$ cat src/include/frontend_defs.svh
/* width, table size, credit and reset vector macros
   for the branch predicting fetch front end */
`ifndef FRONTEND_DEFS_SVH
`define FRONTEND_DEFS_SVH

// fetch stream
`define FE_ADDR_W       32
`define FE_BLOCK_BYTES  32            // one fetch block per cycle
`define FE_RESET_IP     32'h0000_1000 // first fetch after reset

// direction predictor
`define FE_PHT_IDX_W    8  // 256 counters per table, ip[12:5]
`define FE_GHIST_W      8
`define FE_HIST_B       4  // history bits folded into table B

// target buffer, direct mapped
`define FE_BTB_IDX_W    6  // ip[10:5]
`define FE_BTB_TAG_W    21 // ip[31:11]

// fetch credits
`define FE_CREDITS      4
`define FE_CREDIT_W     3

`endif

$ cat src/hdl/bp_pkg.sv
/* predictor state types: saturating counters, global history,
   counter table index, target buffer index and tag */
`include "frontend_defs.svh"

package bp_pkg;

  // 2-bit saturating counter, msb is the taken vote
  typedef logic [1:0] counter_t;

  // global history, newest outcome in bit 0
  typedef logic [`FE_GHIST_W-1:0] ghist_t;

  // counter table index
  typedef logic [`FE_PHT_IDX_W-1:0] pht_idx_t;

  typedef logic [`FE_BTB_IDX_W-1:0] btb_idx_t; // target buffer set
  typedef logic [`FE_BTB_TAG_W-1:0] btb_tag_t; // upper ip bits

endpackage

$ cat src/hdl/fetch_pkg.sv
/* fetch stream types: block address and credit count */
`include "frontend_defs.svh"

package fetch_pkg;

  // block aligned fetch address
  typedef logic [`FE_ADDR_W-1:0] fetch_addr_t;

  // credits held by the front end, 0 .. FE_CREDITS
  typedef logic [`FE_CREDIT_W-1:0] credit_t;

endpackage

$ cat src/hdl/target_buffer.sv
/* direct mapped branch target buffer: valid, tag, target and
   unconditional flag, lookup by fetch ip, fill on taken retire */
`timescale 1ns/1ps
`include "frontend_defs.svh"

module target_buffer (
  input  logic                   clk,
  input  logic                   rst,
  input  fetch_pkg::fetch_addr_t ip,
  input  logic                   upd_valid,
  input  logic                   upd_taken,
  input  logic                   upd_uncond,
  input  fetch_pkg::fetch_addr_t upd_src_ip,
  input  fetch_pkg::fetch_addr_t upd_target,
  output logic                   btb_hit,
  output fetch_pkg::fetch_addr_t btb_target,
  output logic                   btb_uncond
);
  import bp_pkg::*;
  import fetch_pkg::*;

  localparam int OFS     = $clog2(`FE_BLOCK_BYTES);
  localparam int ENTRIES = 1 << `FE_BTB_IDX_W;
  localparam int TAG_LSB = `FE_ADDR_W - `FE_BTB_TAG_W;

  logic [ENTRIES-1:0] valid;
  logic [ENTRIES-1:0] unc_mem;
  btb_tag_t           tag_mem [ENTRIES];
  fetch_addr_t        tgt_mem [ENTRIES];

  btb_idx_t rd_idx;
  btb_tag_t rd_tag;
  btb_idx_t wr_idx;
  btb_tag_t wr_tag;
  logic     alloc;

  assign rd_idx = ip[OFS +: `FE_BTB_IDX_W];
  assign rd_tag = ip[TAG_LSB +: `FE_BTB_TAG_W];
  assign wr_idx = upd_src_ip[OFS +: `FE_BTB_IDX_W];
  assign wr_tag = upd_src_ip[TAG_LSB +: `FE_BTB_TAG_W];

  // only taken branches get an entry, any older one in the set is replaced
  assign alloc = upd_valid && upd_taken;

  assign btb_hit    = valid[rd_idx] && (tag_mem[rd_idx] == rd_tag);
  assign btb_target = tgt_mem[rd_idx];
  assign btb_uncond = unc_mem[rd_idx];

  always_ff @(posedge clk) begin
    if (rst) begin
      valid <= '0;
    end else if (alloc) begin
      valid[wr_idx] <= 1'b1;
    end
  end

  always_ff @(posedge clk) begin
    if (alloc) begin
      tag_mem[wr_idx] <= wr_tag;
      tgt_mem[wr_idx] <= upd_target;
      unc_mem[wr_idx] <= upd_uncond;
    end
  end

endmodule

$ cat config.mk
export PLATFORM = sky130hd
export DESIGN_NAME = target_buffer
export DESIGN_NICKNAME = d
export VERILOG_FILES = /design/src/hdl/bp_pkg.sv /design/src/hdl/fetch_pkg.sv /design/src/hdl/target_buffer.sv
export VERILOG_INCLUDE_DIRS = /design/src /design/src/include
export SDC_FILE = /design/constraint.sdc
export NUM_CORES = 2
export LEC_CHECK = 0
export BUFFER_PORTS_ARGS = -buffer_cell sky130_fd_sc_hd__buf_2
export CAP_MARGIN = 5
export CORE_UTILIZATION = 34
export CTS_CLUSTER_SIZE = 40
export DETAILED_ROUTE_END_ITERATION = 16
export MAX_ROUTING_LAYER = met4
export SLEW_MARGIN = 25
export SYNTH_ARGS = -nofsm -noshare
export SYNTH_HDL_FRONTEND = slang
export SYNTH_SLANG_ARGS = --single-unit
$ cat constraint.sdc
create_clock -name clk -period 8.3 [get_ports clk]
set_input_delay 0.83 -clock clk [delete_from_list [all_inputs] [get_ports clk]]
set_output_delay 0.83 -clock clk [all_outputs]
set_load 0.05 [all_outputs]
-- Yosys cells after proc, flatten, opt, wreduce, memory -nomap -nowiden
Memory sizes are Yosys's and may differ from the RTL's.
Index checks and enable logic that the tools add are counted.
- flip-flop bits (word level): 128
- RAM bits: 3392
- input port bits: 101
- output and inout port bits: 34
- word-level logic and storage cells: 21
- memories: 2
- magnitude comparators: 3
- equal/unequal tests: 1
- multiplexer cells: 9
- bitwise gates (word level): 1
- reduce and logical (&&, ||, !) cells: 3
- memory list (name ; depth ; width ; read ports ; clocked after memory_dff ; write ports ; line ; RTL):
    tgt_mem ; 64 ; 32 ; 1 ; 0 ; 1 ; target_buffer.sv:29 ; fetch_addr_t tgt_mem [ENTRIES];
    tag_mem ; 64 ; 21 ; 1 ; 0 ; 1 ; target_buffer.sv:28 ; btb_tag_t tag_mem [ENTRIES];
- operators by type and width (operator ; number):
    64-bit bitwise mux ; 1
    64-bit OR ; 1
    21-bit equality test ; 1
    6-bit by 7-bit < comparator with 1-bit output (second input constant) ; 2
    1-bit binary-select mux with 6-bit select ; 2
    1-bit demux with 6-bit select ; 1
    6-bit by 1-bit greater-or-equal comparator with 1-bit output (second input constant) ; 1
    1-bit 2-to-1 mux ; 5
    1-bit logical AND ; 3

-- Logic depth before layout (Yosys ltp)
- depth in word-level cells: 5
- mapped depth: 15
- depth with buffers taken out: 8

-- Worst setup path before layout
Ideal clock, no wire load.
- path type: input port to output port
- start: input port ip[5]
- end: output port btb_hit
- data arrival time: 4.039 ns
- data required time: 7.470 ns
- slack: 3.431 ns
- stages on the path: 13
- buffers on the path: 6
- cell sequence: buf_6 buf_12 buf_6 buf_6 buf_6 buf_4 mux2i_1 a211oi_1 a2111oi_1 nor3_1 a2111oi_2 nand4b_1 nor4_2
- longest elaborated chain between the ends: 3
- elaborated cells on any way between the ends: 5
- those cells by class: eq/ne (1); mux (2); reduce/logical (1); memory (1)
- RTL lines (element ; line ; RTL):
    from (decl) ; target_buffer.sv:9 ; input fetch_pkg::fetch_addr_t ip,
    memory 64 x 21 bit / 1-bit binary-select mux with 6-bit select (equally long branches) ; -- ;
    21-bit equality test / 1-bit 2-to-1 mux (equally long branches) ; target_buffer.sv:45 ; assign btb_hit = valid[rd_idx] && (tag_mem[rd_idx] == rd_tag);
    1-bit logical AND * ; target_buffer.sv:45 ;
    to (decl) ; target_buffer.sv:15 ; output logic btb_hit,
Mark *: on every way between the ends. The rest lies on a longest branch, timed or not. The select of a mux whose other input is x is not followed.

-- Worst setup path in the final report
Ends and elaborated chain as after synthesis.

==> results.ini <==
[clocking]
clk_latency_ns=0.87
ctsResizeCount=0
hold_buffers=0
h-tree-depth=5
clkTransAtPathRegs_ns=0.06
cts_tree=done
post_cts_buffers=0
clockRootBuffer=clkbuf_16
clockBufferDepth=4
cts_buffers=344
clock-sinks=3520

[logic_synthesis]
synthCells=5720
ys_warn_count=0
synth-edff-count=3456
ys_seq_area_share_pct=78.0
synth_area_leaders=edfxtp_1, mux4_2, mux2i_1
yosysMostFrequentCell=edfxtp_1
yosysTopAreaCell=edfxtp_1
ys_async_sr_fraction_pct=0
synthTopCellsByCount=edfxtp_1, mux4_2, nor2_1
synth.distinct_cells=73
synth-seq-cells=3520
synth_top_area_share_pct=77.1
syn_area_per_cell_um2=23.5
synthFlopType=edfxtp_1
syn_nets=5821
syn_area_mm2=0.135

[sta]
tightestPinTransition_ns=1.08
maxSlewHeadroom_pct=28.1
fin_crit_sh_pct=74.0
hold_viol_final=0
fmax_mhz=163
period_minus_slack_ns=6.14
setup_viol=0
rsz0062_at_grt=no
setup_tns_ns=0
whs_ns=0.367
worst_clock_skew_ns=0
maxSlewViolCount=0

[placement]
detailed_place.area_mm2=0.143
finalWeightedCongestion=0.817
placement.io_buffers=124
hpwl_um=201000

[critical_path]
cp_cell_sequence=buf_12 > buf_4 > buf_4 > mux2i_1 > o221ai_1 > a21oi_1 > nor3_1 > o32ai_1 > a2111oi_1 > buf_4 > nand4_1 > nor4_2 > buf_4 > buf_2
r2r_cells=1
endpoint_kind=primary output
cp.arrival_ns=5.31
cp_num_buf_inv=6
cp.depth=14
cp_common_cell=buf_4
critPathTopFamily=buffers and inverters
crit_path_start_kind=input port
criticalPathCategory=input port to primary output
cp_slowest_stage_delay_ns=0.90
cp.required_ns=7.47
slowest_stage=a2111oi_1
cp_max_fo=98

[floorplan]
die_h_um=631
rows=230
start_util_pct=34.2
core_area_mm2=0.393
ioPinCount=135
die_area_mm2=0.398
die_x_um=631

[global_routing]
grt_max_degree=99
grt_overflow=0
antenna_found_initial=47
grtUsageTotal_pct=19.2
grt_pass1_vias=64900
grt_first_pass_wirelength_um=519000

[status]
status=finished, final reports clean

[layout]
fillCellCount=34400
nets=6187
multi_input_area_mm2=0.0285
stdcell_area_mm2=0.154
drive_gt1_share_pct=29.6
area_growth_syn_to_layout_pct=14.2
regArea_mm2=0.105

[hold_path]
hold_path.class=input port to register
worstHoldPathCells=1

[routing]
drt_first_pass_iters=6
num_vias=65000
post_drt_wl_per_cell_um=32.6
ant_nets=0
route.detailed.drc=0
drt_iter0_drc=9033
routed_wl_um=377000
via_per_inst=5.61

[pwr]
ir_drop_uv=181
p_leak_nw=47.2
internal-power_mw=29.0
combPwrFrac_pct=4.8
p_sw_mw=7.67
power_density_mw_per_mm2=239
clockPowerShare_pct=41.9
p_seq_share_pct=53.4
power_mw=36.7
switching_share_pct=20.9

[job]
maxCapViolations=0

-- sequential cells by signal (all words and copies together), names as in the netlist --
signal	flops
unc_mem	64
tag_mem	1344
tgt_mem	2048
valid	64
-- final timing paths --
| path | start | slack (ns) | to |
|---|---|---|---|
| min reg2reg | valid[22]$_SDFFE_PP0P_ | 0.47 | valid[22]$_SDFFE_PP0P_ |
| min | upd_src_ip[29] | 0.37 | tag_mem[53][18]$_DFFE_PP_ |
| max | ip[5] | 2.16 | btb_hit |
| max reg2reg | valid[31]$_SDFFE_PP0P_ | 7.67 | valid[31]$_SDFFE_PP0P_ |
-- stage by stage --
step,worst slack [ns],utilization (%),cells
floorplan,3.43,-,5720
global placement,1.72,36.2,10900
detailed placement,2.03,36.3,11000
CTS,2.02,39.1,11600
global route,1.93,39.1,11600
finish,2.16,39.1,11600
-- cell type report --
| type | count | area share, % |
|---|---|---|
| sequential | 3520 | 68.3 |
| inverter | 9 | 0.0236 |
| timing repair buffer | 322 | 1.77 |
| clock inverter | 179 | 1.16 |
| tap | 5220 | 4.25 |
| clock buffer | 432 | 5.92 |
| multi-input combinational | 1889 | 18.5 |
| antenna | 12 | 0.0195 |
-- logic make-up after synthesis --
family | count (synthesis) | share of synthesized area [%]
DFF | 3520 | 78.0
muxes | 1168 | 17.7
and+or+nand+nor | 444 | 1.57
xor gates and xnor gates | 7 | 0.0455
buffers and inverters | 311 | 1.16
AOI/OAI and AO/OA | 270 | 1.46
-- cell usage in the layout, fill, tap and decap left out, types with 13 or more instances in the layout --
| cell | count |
|---|---|
| clkbuf_16 | 351 |
| clkbuf_1 | 79 |
| clkinv_2 | 48 |
| nor2_1 | 131 |
| buf_2 | 96 |
| o22ai_1 | 43 |
| nand3_1 | 22 |
| nor2b_1 | 24 |
| buf_12 | 30 |
| a221oi_1 | 13 |
| buf_4 | 184 |
| edfxtp_1 | 3456 |
| a21oi_1 | 25 |
| a31oi_1 | 13 |
| nand2_1 | 86 |
| o21ba_2 | 14 |
| a22oi_1 | 56 |
| nand2b_1 | 14 |
| nor2_4 | 64 |
| o21ai_0 | 22 |
| o211ai_1 | 13 |
| bufinv_16 | 33 |
| nor3_1 | 22 |
| mux2_2 | 48 |
| dfxtp_1 | 64 |
| mux2i_1 | 154 |
| mux4_2 | 958 |
| clkinv_1 | 74 |
-- per-layer routing --
layer	track usage (%)	vias up	share of wire, %
li1	-	25300	-
met4	6.04	0	3.4
met1	25.8	35700	40
met3	2.54	670	8.3
met5	-	-	0
met2	30.4	3317	49
-- power groups by stage --
stage	Sequential (mW)	Combinational [mW]	Clock, mW
after floorplan	20.0	1.06	0
after global placement	20.0	1.73	0
after detailed placement	20.0	1.76	0
after CTS	19.6	1.77	15.6
after global routing	19.6	1.85	16.2
final	19.6	1.75	15.4
(Power assumes the default switching activity.)
