$ cat src/include/frontend_defs.svh
/* width, table size, credit and reset vector macros
   for the branch predicting fetch front end */
`ifndef FRONTEND_DEFS_SVH
`define FRONTEND_DEFS_SVH

// fetch stream
`define FE_ADDR_W       32
`define FE_BLOCK_BYTES  32            // one fetch block per cycle
`define FE_RESET_IP     32'h0000_1000 // first fetch after reset

// direction predictor
`define FE_PHT_IDX_W    8  // 256 counters per table, ip[12:5]
`define FE_GHIST_W      8
`define FE_HIST_B       4  // history bits folded into table B

// target buffer, direct mapped
`define FE_BTB_IDX_W    6  // ip[10:5]
`define FE_BTB_TAG_W    21 // ip[31:11]

// fetch credits
`define FE_CREDITS      4
`define FE_CREDIT_W     3

`endif

$ cat src/hdl/bp_pkg.sv
/* predictor state types: saturating counters, global history,
   counter table index, target buffer index and tag */
`include "frontend_defs.svh"

package bp_pkg;

  // 2-bit saturating counter, msb is the taken vote
  typedef logic [1:0] counter_t;

  // global history, newest outcome in bit 0
  typedef logic [`FE_GHIST_W-1:0] ghist_t;

  // counter table index
  typedef logic [`FE_PHT_IDX_W-1:0] pht_idx_t;

  typedef logic [`FE_BTB_IDX_W-1:0] btb_idx_t; // target buffer set
  typedef logic [`FE_BTB_TAG_W-1:0] btb_tag_t; // upper ip bits

endpackage

$ cat src/hdl/fetch_pkg.sv
/* fetch stream types: block address and credit count */
`include "frontend_defs.svh"

package fetch_pkg;

  // block aligned fetch address
  typedef logic [`FE_ADDR_W-1:0] fetch_addr_t;

  // credits held by the front end, 0 .. FE_CREDITS
  typedef logic [`FE_CREDIT_W-1:0] credit_t;

endpackage

$ cat src/hdl/next_ip_unit.sv
/* next ip unit: ip and history registers, redirect / predicted
   target / fall-through choice, fetch credit counter */
`timescale 1ns/1ps
`include "frontend_defs.svh"

module next_ip_unit (
  input  logic                   clk,
  input  logic                   rst,
  input  logic                   pred_taken,
  input  logic                   btb_hit,
  input  logic                   btb_uncond,
  input  fetch_pkg::fetch_addr_t btb_target,
  input  logic                   upd_valid,
  input  logic                   upd_mispredict,
  input  logic                   upd_taken,
  input  fetch_pkg::fetch_addr_t upd_src_ip,
  input  fetch_pkg::fetch_addr_t upd_target,
  input  bp_pkg::ghist_t         upd_ghist,
  input  logic                   credit_return,
  output fetch_pkg::fetch_addr_t ip,
  output bp_pkg::ghist_t         ghist,
  output logic                   fetch_valid,
  output fetch_pkg::fetch_addr_t fetch_addr
);
  import bp_pkg::*;
  import fetch_pkg::*;

  localparam credit_t     CREDITS_MAX = credit_t'(`FE_CREDITS);
  localparam fetch_addr_t BLOCK_STEP  = fetch_addr_t'(`FE_BLOCK_BYTES);

  credit_t     credits;
  credit_t     credits_next;
  logic        started;      // low through reset and the cycle after
  logic        redirect;
  logic        cond_hit;
  logic        take_branch;
  fetch_addr_t seq_ip;
  fetch_addr_t ip_next;
  ghist_t      ghist_next;

  assign redirect    = upd_valid && upd_mispredict;
  assign cond_hit    = btb_hit && !btb_uncond;
  assign take_branch = btb_hit && (btb_uncond || pred_taken);
  assign seq_ip      = ip + BLOCK_STEP;

  assign fetch_valid = started && (credits != '0);
  assign fetch_addr  = ip;

  // retire redirect beats the prediction of the block in flight
  always_comb begin
    ip_next    = ip;
    ghist_next = ghist;
    if (redirect) begin
      ip_next    = upd_taken ? upd_target : upd_src_ip + BLOCK_STEP;
      ghist_next = upd_ghist;
    end else if (fetch_valid) begin
      ip_next = take_branch ? btb_target : seq_ip;
      if (cond_hit) begin
        ghist_next = {ghist[`FE_GHIST_W-2:0], pred_taken};
      end
    end
  end

  // return and consume in one cycle cancel out
  always_comb begin
    credits_next = credits;
    if (credit_return && !fetch_valid) begin
      credits_next = credits + 1'b1;
    end else if (fetch_valid && !credit_return) begin
      credits_next = credits - 1'b1;
    end
  end

  always_ff @(posedge clk) begin
    if (rst) begin
      ip      <= `FE_RESET_IP;
      ghist   <= '0;
      credits <= CREDITS_MAX;
      started <= 1'b0;
    end else begin
      ip      <= ip_next;
      ghist   <= ghist_next;
      credits <= credits_next;
      started <= 1'b1;
    end
  end

  // consumer holds no credit while the count is full
  a_credit_bound: assert property (@(posedge clk) disable iff (rst)
    credit_return |-> credits < CREDITS_MAX);

  // once dry, fetch resumes only in the cycle after a return
  a_dry_resume: assert property (@(posedge clk) disable iff (rst)
    (started && !fetch_valid) |=> (fetch_valid == $past(credit_return)));

endmodule

$ cat config.mk
export PLATFORM = sky130hd
export DESIGN_NAME = next_ip_unit
export DESIGN_NICKNAME = d
export VERILOG_FILES = /design/src/hdl/bp_pkg.sv /design/src/hdl/fetch_pkg.sv /design/src/hdl/next_ip_unit.sv
export VERILOG_INCLUDE_DIRS = /design/src /design/src/include
export SDC_FILE = /design/constraint.sdc
export NUM_CORES = 1
export LEC_CHECK = 0
export ABC_AREA = 1
export BUFFER_PORTS_ARGS = -buffer_cell sky130_fd_sc_hd__buf_2
export CORE_MARGIN = 3
export CORE_UTILIZATION = 45
export DETAILED_ROUTE_END_ITERATION = 8
export PLACE_DENSITY = 0.84
export SLEW_MARGIN = 20
export SYNTH_ARGS = -nofsm -noshare
export SYNTH_HDL_FRONTEND = slang
export SYNTH_SLANG_ARGS = --single-unit
$ cat constraint.sdc
create_clock -name clk -period 1.7 [get_ports clk]
set_input_delay 0.085 -clock clk [delete_from_list [all_inputs] [get_ports clk]]
set_output_delay 0.085 -clock clk [all_outputs]
set_load 0.005 [all_outputs]
Word-level counts from Yosys, hierarchy flattened
Cells that the tools add are included.

$add $sub $neg: 4. Mux-type cells: 10. Reduce and logical (&&, ||, !) cells: 15.

Operators by type and width (number): 2-to-1 mux 32 bit (4); adder 32 x 6 -> 32 bit (second input constant) (2); 2-to-1 mux 8 bit (3); logical AND 1 bit (6); 2-to-1 mux 3 bit (2); nonzero test 2 bit (3); adder 3 x 1 -> 3 bit (second input constant) (1); zero test 1 bit (3); nonzero test 3 bit (1); subtractor 3 x 1 -> 3 bit (second input constant) (1); AND reduction 2 bit (1); logical OR 1 bit (1); 2-to-1 mux 1 bit (1).

Bits in registers: 44. Input port bits: 113. Output and inout bits: 73. Word-level logic and storage cells: 33.

Logic depth before layout (Yosys ltp)
Word-level depth: 5. Depth in mapped cells: 12. Mapped depth without buffers: 12.

Worst setup path before layout
No wires, ideal clock.

Path type: flip-flop to flip-flop. Start: reg credits[0]. End: reg credits[2]. Library setup time: 74 ps. Arrival: 1563 ps. Data required time: 1626 ps. Setup slack: 63 ps. Stages on the path, launching flop included: 11. Path buffers: 0. Clock period less this slack: 1637 ps. Cells stage by stage: dfxtp_1 inv_1 nand3_1 nand2_2 ha_1 inv_1 fa_1 nand2_1 nor3b_1 a21oi_1 o21ai_0.

Longest elaborated chain between the ends: 5. Elaborated cells between the ends (all ways): 10. Classes of those cells: 2 x add/sub; 2 x mux; 6 x reduce/logical.

Ends and longest elaborated chain: start: declaration (RTL line next_ip_unit.sv:31) `credit_t credits;`; start signal: assignment (RTL line next_ip_unit.sv:83) `credits <= credits_next;`; branches (longest 5 deep; another with subtractor 3 x 1 -> 3 bit).

Several ways; the timed one is not identified. The select of a mux whose other input is x is not followed. A chain may end at the register's enable or synchronous reset.

Final worst setup path
Start: reg credits[0]. End: reg credits[1].

Longest elaborated chain between the ends: 5. Elaborated cells between the ends (all ways): 10. Classes of those cells: 2 x add/sub; 2 x mux; 6 x reduce/logical.

Ends and longest elaborated chain: branches (longest 4 deep; another with subtractor 3 x 1 -> 3 bit); 2-to-1 mux 3 bit (*) (RTL line next_ip_unit.sv:67) `if (credit_return && !fetch_valid) begin`; net credits_next[1] (RTL line next_ip_unit.sv:32) `credit_t credits_next;`.

Mark *: on every way through the listed nets, which the timed path passes. The select of a mux whose other input is x is not followed.

==> impl_metrics.xml <==
<?xml version="1.0" encoding="UTF-8"?>
<metrics>
  <group name="placement">
    <metric name="hpwlAfterDp" unit="mm">11.2</metric>
    <metric name="gp_congestion" unit="">0.940</metric>
    <metric name="io_buffer_count" unit="">185</metric>
    <metric name="post-place-cells" unit="">1078</metric>
  </group>
  <group name="logic_synthesis">
    <metric name="ranking_of_synthesized_cells_by_area" unit="">dfxtp_1, nand2_1, nor2_1, nand3_1, o21ai_0</metric>
    <metric name="postSynthNetCount" unit="">923</metric>
    <metric name="post_synth_xor_area_fraction" unit="%">1.94</metric>
    <metric name="post-synth-top-area-cell" unit="">dfxtp_1</metric>
    <metric name="synth.yosys.seq_area_share" unit="%">19.5</metric>
    <metric name="synth.cell_area" unit="sq um">4520</metric>
    <metric name="yosysWarningCount" unit="">0</metric>
    <metric name="synth_top_family_by_area" unit="">simple AND/OR/NAND/NOR gates</metric>
    <metric name="synth_compound_gate_area_share" unit="%">14.9</metric>
    <metric name="netlist-cell-type-count" unit="">36</metric>
    <metric name="number_of_flip_flops_and_latches_in_the_synthesized_netlist" unit="">44</metric>
    <metric name="yosys.area_share.adder" unit="%">1.27</metric>
    <metric name="netlist.area_leader.share" unit="%">19.5</metric>
    <metric name="ys_dominant_reg_cell" unit="">dfxtp_1</metric>
    <metric name="synthMuxAreaShare" unit="%">0</metric>
    <metric name="synth-async-reset-ratio" unit="%">0</metric>
    <metric name="synth_cells" unit="">806</metric>
    <metric name="syn_avg_cell_area" unit="sq um">5.61</metric>
    <metric name="number_of_synthesized_flops_with_an_enable_pin" unit="">0</metric>
    <metric name="post_synth_and_or_nand_nor_area_fraction" unit="%">45.9</metric>
  </group>
  <group name="routing">
    <metric name="wl" unit="mm">14.4</metric>
    <metric name="vias" unit="">5554</metric>
    <metric name="remaining_drc_errors" unit="">0</metric>
    <metric name="routed_via_density" unit="">5.10</metric>
    <metric name="post_drt_wl_per_cell" unit="microns">13.2</metric>
    <metric name="antenna_viol_nets_final" unit="">0</metric>
    <metric name="dr.first_iter.drc_count" unit="">438</metric>
    <metric name="drt-pass1-iter-count" unit="">5</metric>
  </group>
  <group name="sta">
    <metric name="worst_slew_margin_rel" unit="%">69.5</metric>
    <metric name="final-max-slew-violation-count" unit="">0</metric>
    <metric name="period_share" unit="%">94.7</metric>
    <metric name="worstMarginPinSlew" unit="ns">0.456</metric>
    <metric name="hold_violations" unit="">0</metric>
    <metric name="finalCriticalPeriod" unit="ns">1.61</metric>
    <metric name="setup_violations" unit="">0</metric>
    <metric name="maxClockFrequency" unit="MHz">621</metric>
    <metric name="worst_clock_skew" unit="ns">0.00796</metric>
  </group>
  <group name="worst_setup_path">
    <metric name="required" unit="ns">1.94</metric>
    <metric name="timing.setup.critical_path_class" unit="">register to register</metric>
    <metric name="worst_path_max_delay_cell" unit="">fa_2</metric>
    <metric name="path_common_cell" unit="">inv_2</metric>
    <metric name="critical_path.endpoint_type" unit="">register</metric>
    <metric name="startpoint" unit="">credits[0]$_SDFFE_PP0P_</metric>
    <metric name="worst-r2r-setup-slack" unit="ns">0.09</metric>
    <metric name="critical_path.max_stage_delay" unit="ns">0.53</metric>
    <metric name="r2r_start" unit="">credits[0]$_SDFFE_PP0P_</metric>
    <metric name="crit_fanout" unit="">3</metric>
    <metric name="reg2regPathDepth" unit="">8</metric>
    <metric name="arrival" unit="ns">1.85</metric>
    <metric name="critical_path.startpoint_type" unit="">register</metric>
    <metric name="critical_path.cell_chain" unit="">inv_2, nand3_1, nand2_2, ha_2, inv_2, fa_2, o21ai_1, a21oi_1</metric>
  </group>
  <group name="floorplan">
    <metric name="placement_rows" unit="">35</metric>
    <metric name="die_height" unit="microns">106</metric>
    <metric name="start_util" unit="%">47.6</metric>
    <metric name="floorplan.die_area" unit="sq um">11300</metric>
    <metric name="io_pins" unit="">186</metric>
    <metric name="core_area" unit="sq um">9500</metric>
    <metric name="chipWidth" unit="microns">106</metric>
  </group>
  <group name="power">
    <metric name="clkPwrFrac" unit="%">24.4</metric>
    <metric name="seq_power_share" unit="%">37.3</metric>
    <metric name="comb_power_share" unit="%">38.4</metric>
    <metric name="cellPowerDensity" unit="nW/um^2">631</metric>
    <metric name="total_switching_power" unit="mW">1.32</metric>
    <metric name="intPower" unit="mW">2.21</metric>
    <metric name="power.switching_fraction" unit="%">37.4</metric>
    <metric name="p_leak" unit="nW">2.92</metric>
    <metric name="ir_drop" unit="mV">0.433</metric>
  </group>
  <group name="clock_network">
    <metric name="postCtsHoldBufs" unit="">0</metric>
    <metric name="cts-root-buf" unit="">clkbuf_8</metric>
    <metric name="clk_latency" unit="ns">0.31</metric>
    <metric name="htree_levels" unit="">2</metric>
    <metric name="cts-buffers-inserted" unit="">5</metric>
    <metric name="cts_max_path_buffers" unit="">2</metric>
    <metric name="worst_setup_hold_path_clk_slew" unit="ns">0.10</metric>
    <metric name="cts.sink_count" unit="">44</metric>
    <metric name="cts_tree" unit="">done</metric>
  </group>
  <group name="global_route">
    <metric name="globalRouteOverflowTotal" unit="">0</metric>
    <metric name="pin_count_of_the_biggest_net_entering_global_routing" unit="">44</metric>
    <metric name="grtUsageTotal" unit="%">24.1</metric>
    <metric name="initial_antenna_violation_count" unit="">0</metric>
    <metric name="grt_pass1_vias" unit="">4603</metric>
    <metric name="grt_pass1_wl" unit="mm">22.5</metric>
  </group>
  <group name="finish">
    <metric name="areaGrowthSynthToFinish" unit="%">24.1</metric>
    <metric name="final_cell_count_no_fill" unit="">1089</metric>
    <metric name="drive_gt1_share" unit="%">29.5</metric>
    <metric name="num_antenna_cells" unit="">0</metric>
    <metric name="utilization" unit="%">59.1</metric>
    <metric name="finish.net_count" unit="">1076</metric>
  </group>
  <group name="worst_hold_path">
    <metric name="hold_path_depth" unit="">3</metric>
    <metric name="min_from" unit="">upd_ghist[7]</metric>
    <metric name="hp-class" unit="">input pin to register</metric>
  </group>
  <group name="run_status">
    <metric name="outcome" unit="">complete, no violations</metric>
  </group>
  <group name="flow_run">
    <metric name="max_cap_viol_count" unit="">0</metric>
  </group>
</metrics>
[metrics by stage]
stage | worst slack, ns | setup TNS [ns] | instance area, sq um | power (mW) | hold slack (ns)
after detailed placement | 0.00566 | 0 | 5410 | 2.63 | 0.364
after global routing | -0.000441 | -0.000441 | 5610 | 3.76 | 0.0541
final | 0.0903 | 0 | 5610 | 3.54 | 0.0269
after floorplan | 0.0632 | 0 | 4520 | 2.16 | 0.248
after global placement | 0.0850 | 0 | 5410 | 2.60 | 0.357
after CTS | 0.0121 | 0 | 5540 | 3.48 | 0.0234
[path summary, 6_finish.rpt]
| check | to |
|---|---|
| max | credits[1]$_SDFFE_PP0P_ |
| min | ghist[7]$_SDFFE_PP0P_ |
| max reg2reg | credits[1]$_SDFFE_PP0P_ |
| min reg2reg | credits[0]$_SDFFE_PP0P_ |
[cells in the mapped netlist (all sizes together), types with 2 or more instances]
cell type	number
nand2	216
nor2	154
inv	92
nand3	78
o21ai	76
buf	48
dfxtp	44
a21oi	31
clkbuf	14
nand3b	9
a311oi	7
or2	5
xnor2	5
xor2	5
nor3	4
o21bai	4
ha	3
nand4	3
a31oi	2
[worst max-delay path: cells and delay by family, from the launching register on]
kind | cells | cell delay (ns)
fa+ha+maj | 2 | 0.69
flops | 1 | 0.35
compound gates | 2 | 0.23
simple gates | 2 | 0.16
buf+inv | 2 | 0.11
[kinds of logic after synthesis]
| kind of cell | Yosys count |
|---|---|
| AOI/OAI and AO/OA | 123 |
| xor gates and xnor gates | 10 |
| adders and majority gates | 4 |
| buffers and inverters | 154 |
| DFF | 44 |
| and+or+nand+nor | 471 |
[cells in the final DEF (no fill, tap or decap), types with 3 or more instances in the layout]
master	n
nand2_4	3
buf_2	185
o21bai_1	4
nand3_1	78
nor3_1	4
xnor2_1	5
or2_2	5
nor2_2	10
inv_2	7
dfxtp_2	11
nand3b_1	9
inv_1	85
nand2_2	12
a311oi_1	4
o21ai_1	6
o21ai_0	68
dfxtp_1	33
nor2_1	134
nor2_4	10
clkbuf_8	5
buf_4	18
xor2_1	5
nand4_1	3
buf_12	4
nand2_1	201
a21oi_1	31
a311oi_2	3
[metal layers]
metal | track usage, % | part of all wire (%) | up-vias | wire, microns
li1 | - | - | 2837 | -
met1 | 34.5 | 44 | 2472 | 6360
met2 | 38.4 | 46 | 227 | 6580
met3 | 3.10 | 8.5 | 18 | 1230
met4 | 5.37 | 1.3 | 0 | 193
met5 | 0 | 0 | - | 0
[power groups by stage]
stage | registers, mW | logic, mW | clock network, mW
after global placement | 1.33 | 1.27 | 0
final | 1.32 | 1.36 | 0.862
after global routing | 1.34 | 1.52 | 0.900
after floorplan | 1.33 | 0.828 | 0
after detailed placement | 1.33 | 1.30 | 0
after CTS | 1.31 | 1.31 | 0.864
[registers in the layout (all words and copies together) (netlist names)]
name,flops
fetch_addr,32
started,1
ghist,8
credits,3
[layout make-up]
| cell class | count | area (sq um) |
|---|---|---|
| tap | 129 | 161 |
| multi-input combinational | 608 | 2950 |
| timing repair inverter | 1 | 7.51 |
| timing repair buffer | 207 | 1140 |
| clock inverter | 3 | 46.3 |
| clock buffer | 5 | 68.8 |
| fill | 956 | 3890 |
| sequential | 44 | 895 |
| inverter | 92 | 345 |
[repair_timing]
item                       in CTS  in global routing
gates cloned                    0                  1
resized for setup               2                 25
setup endpoints to repair       2                 26
buffers inserted                0                  2
pin swaps                       0                  2
Power figures use the tool's default switching activity.
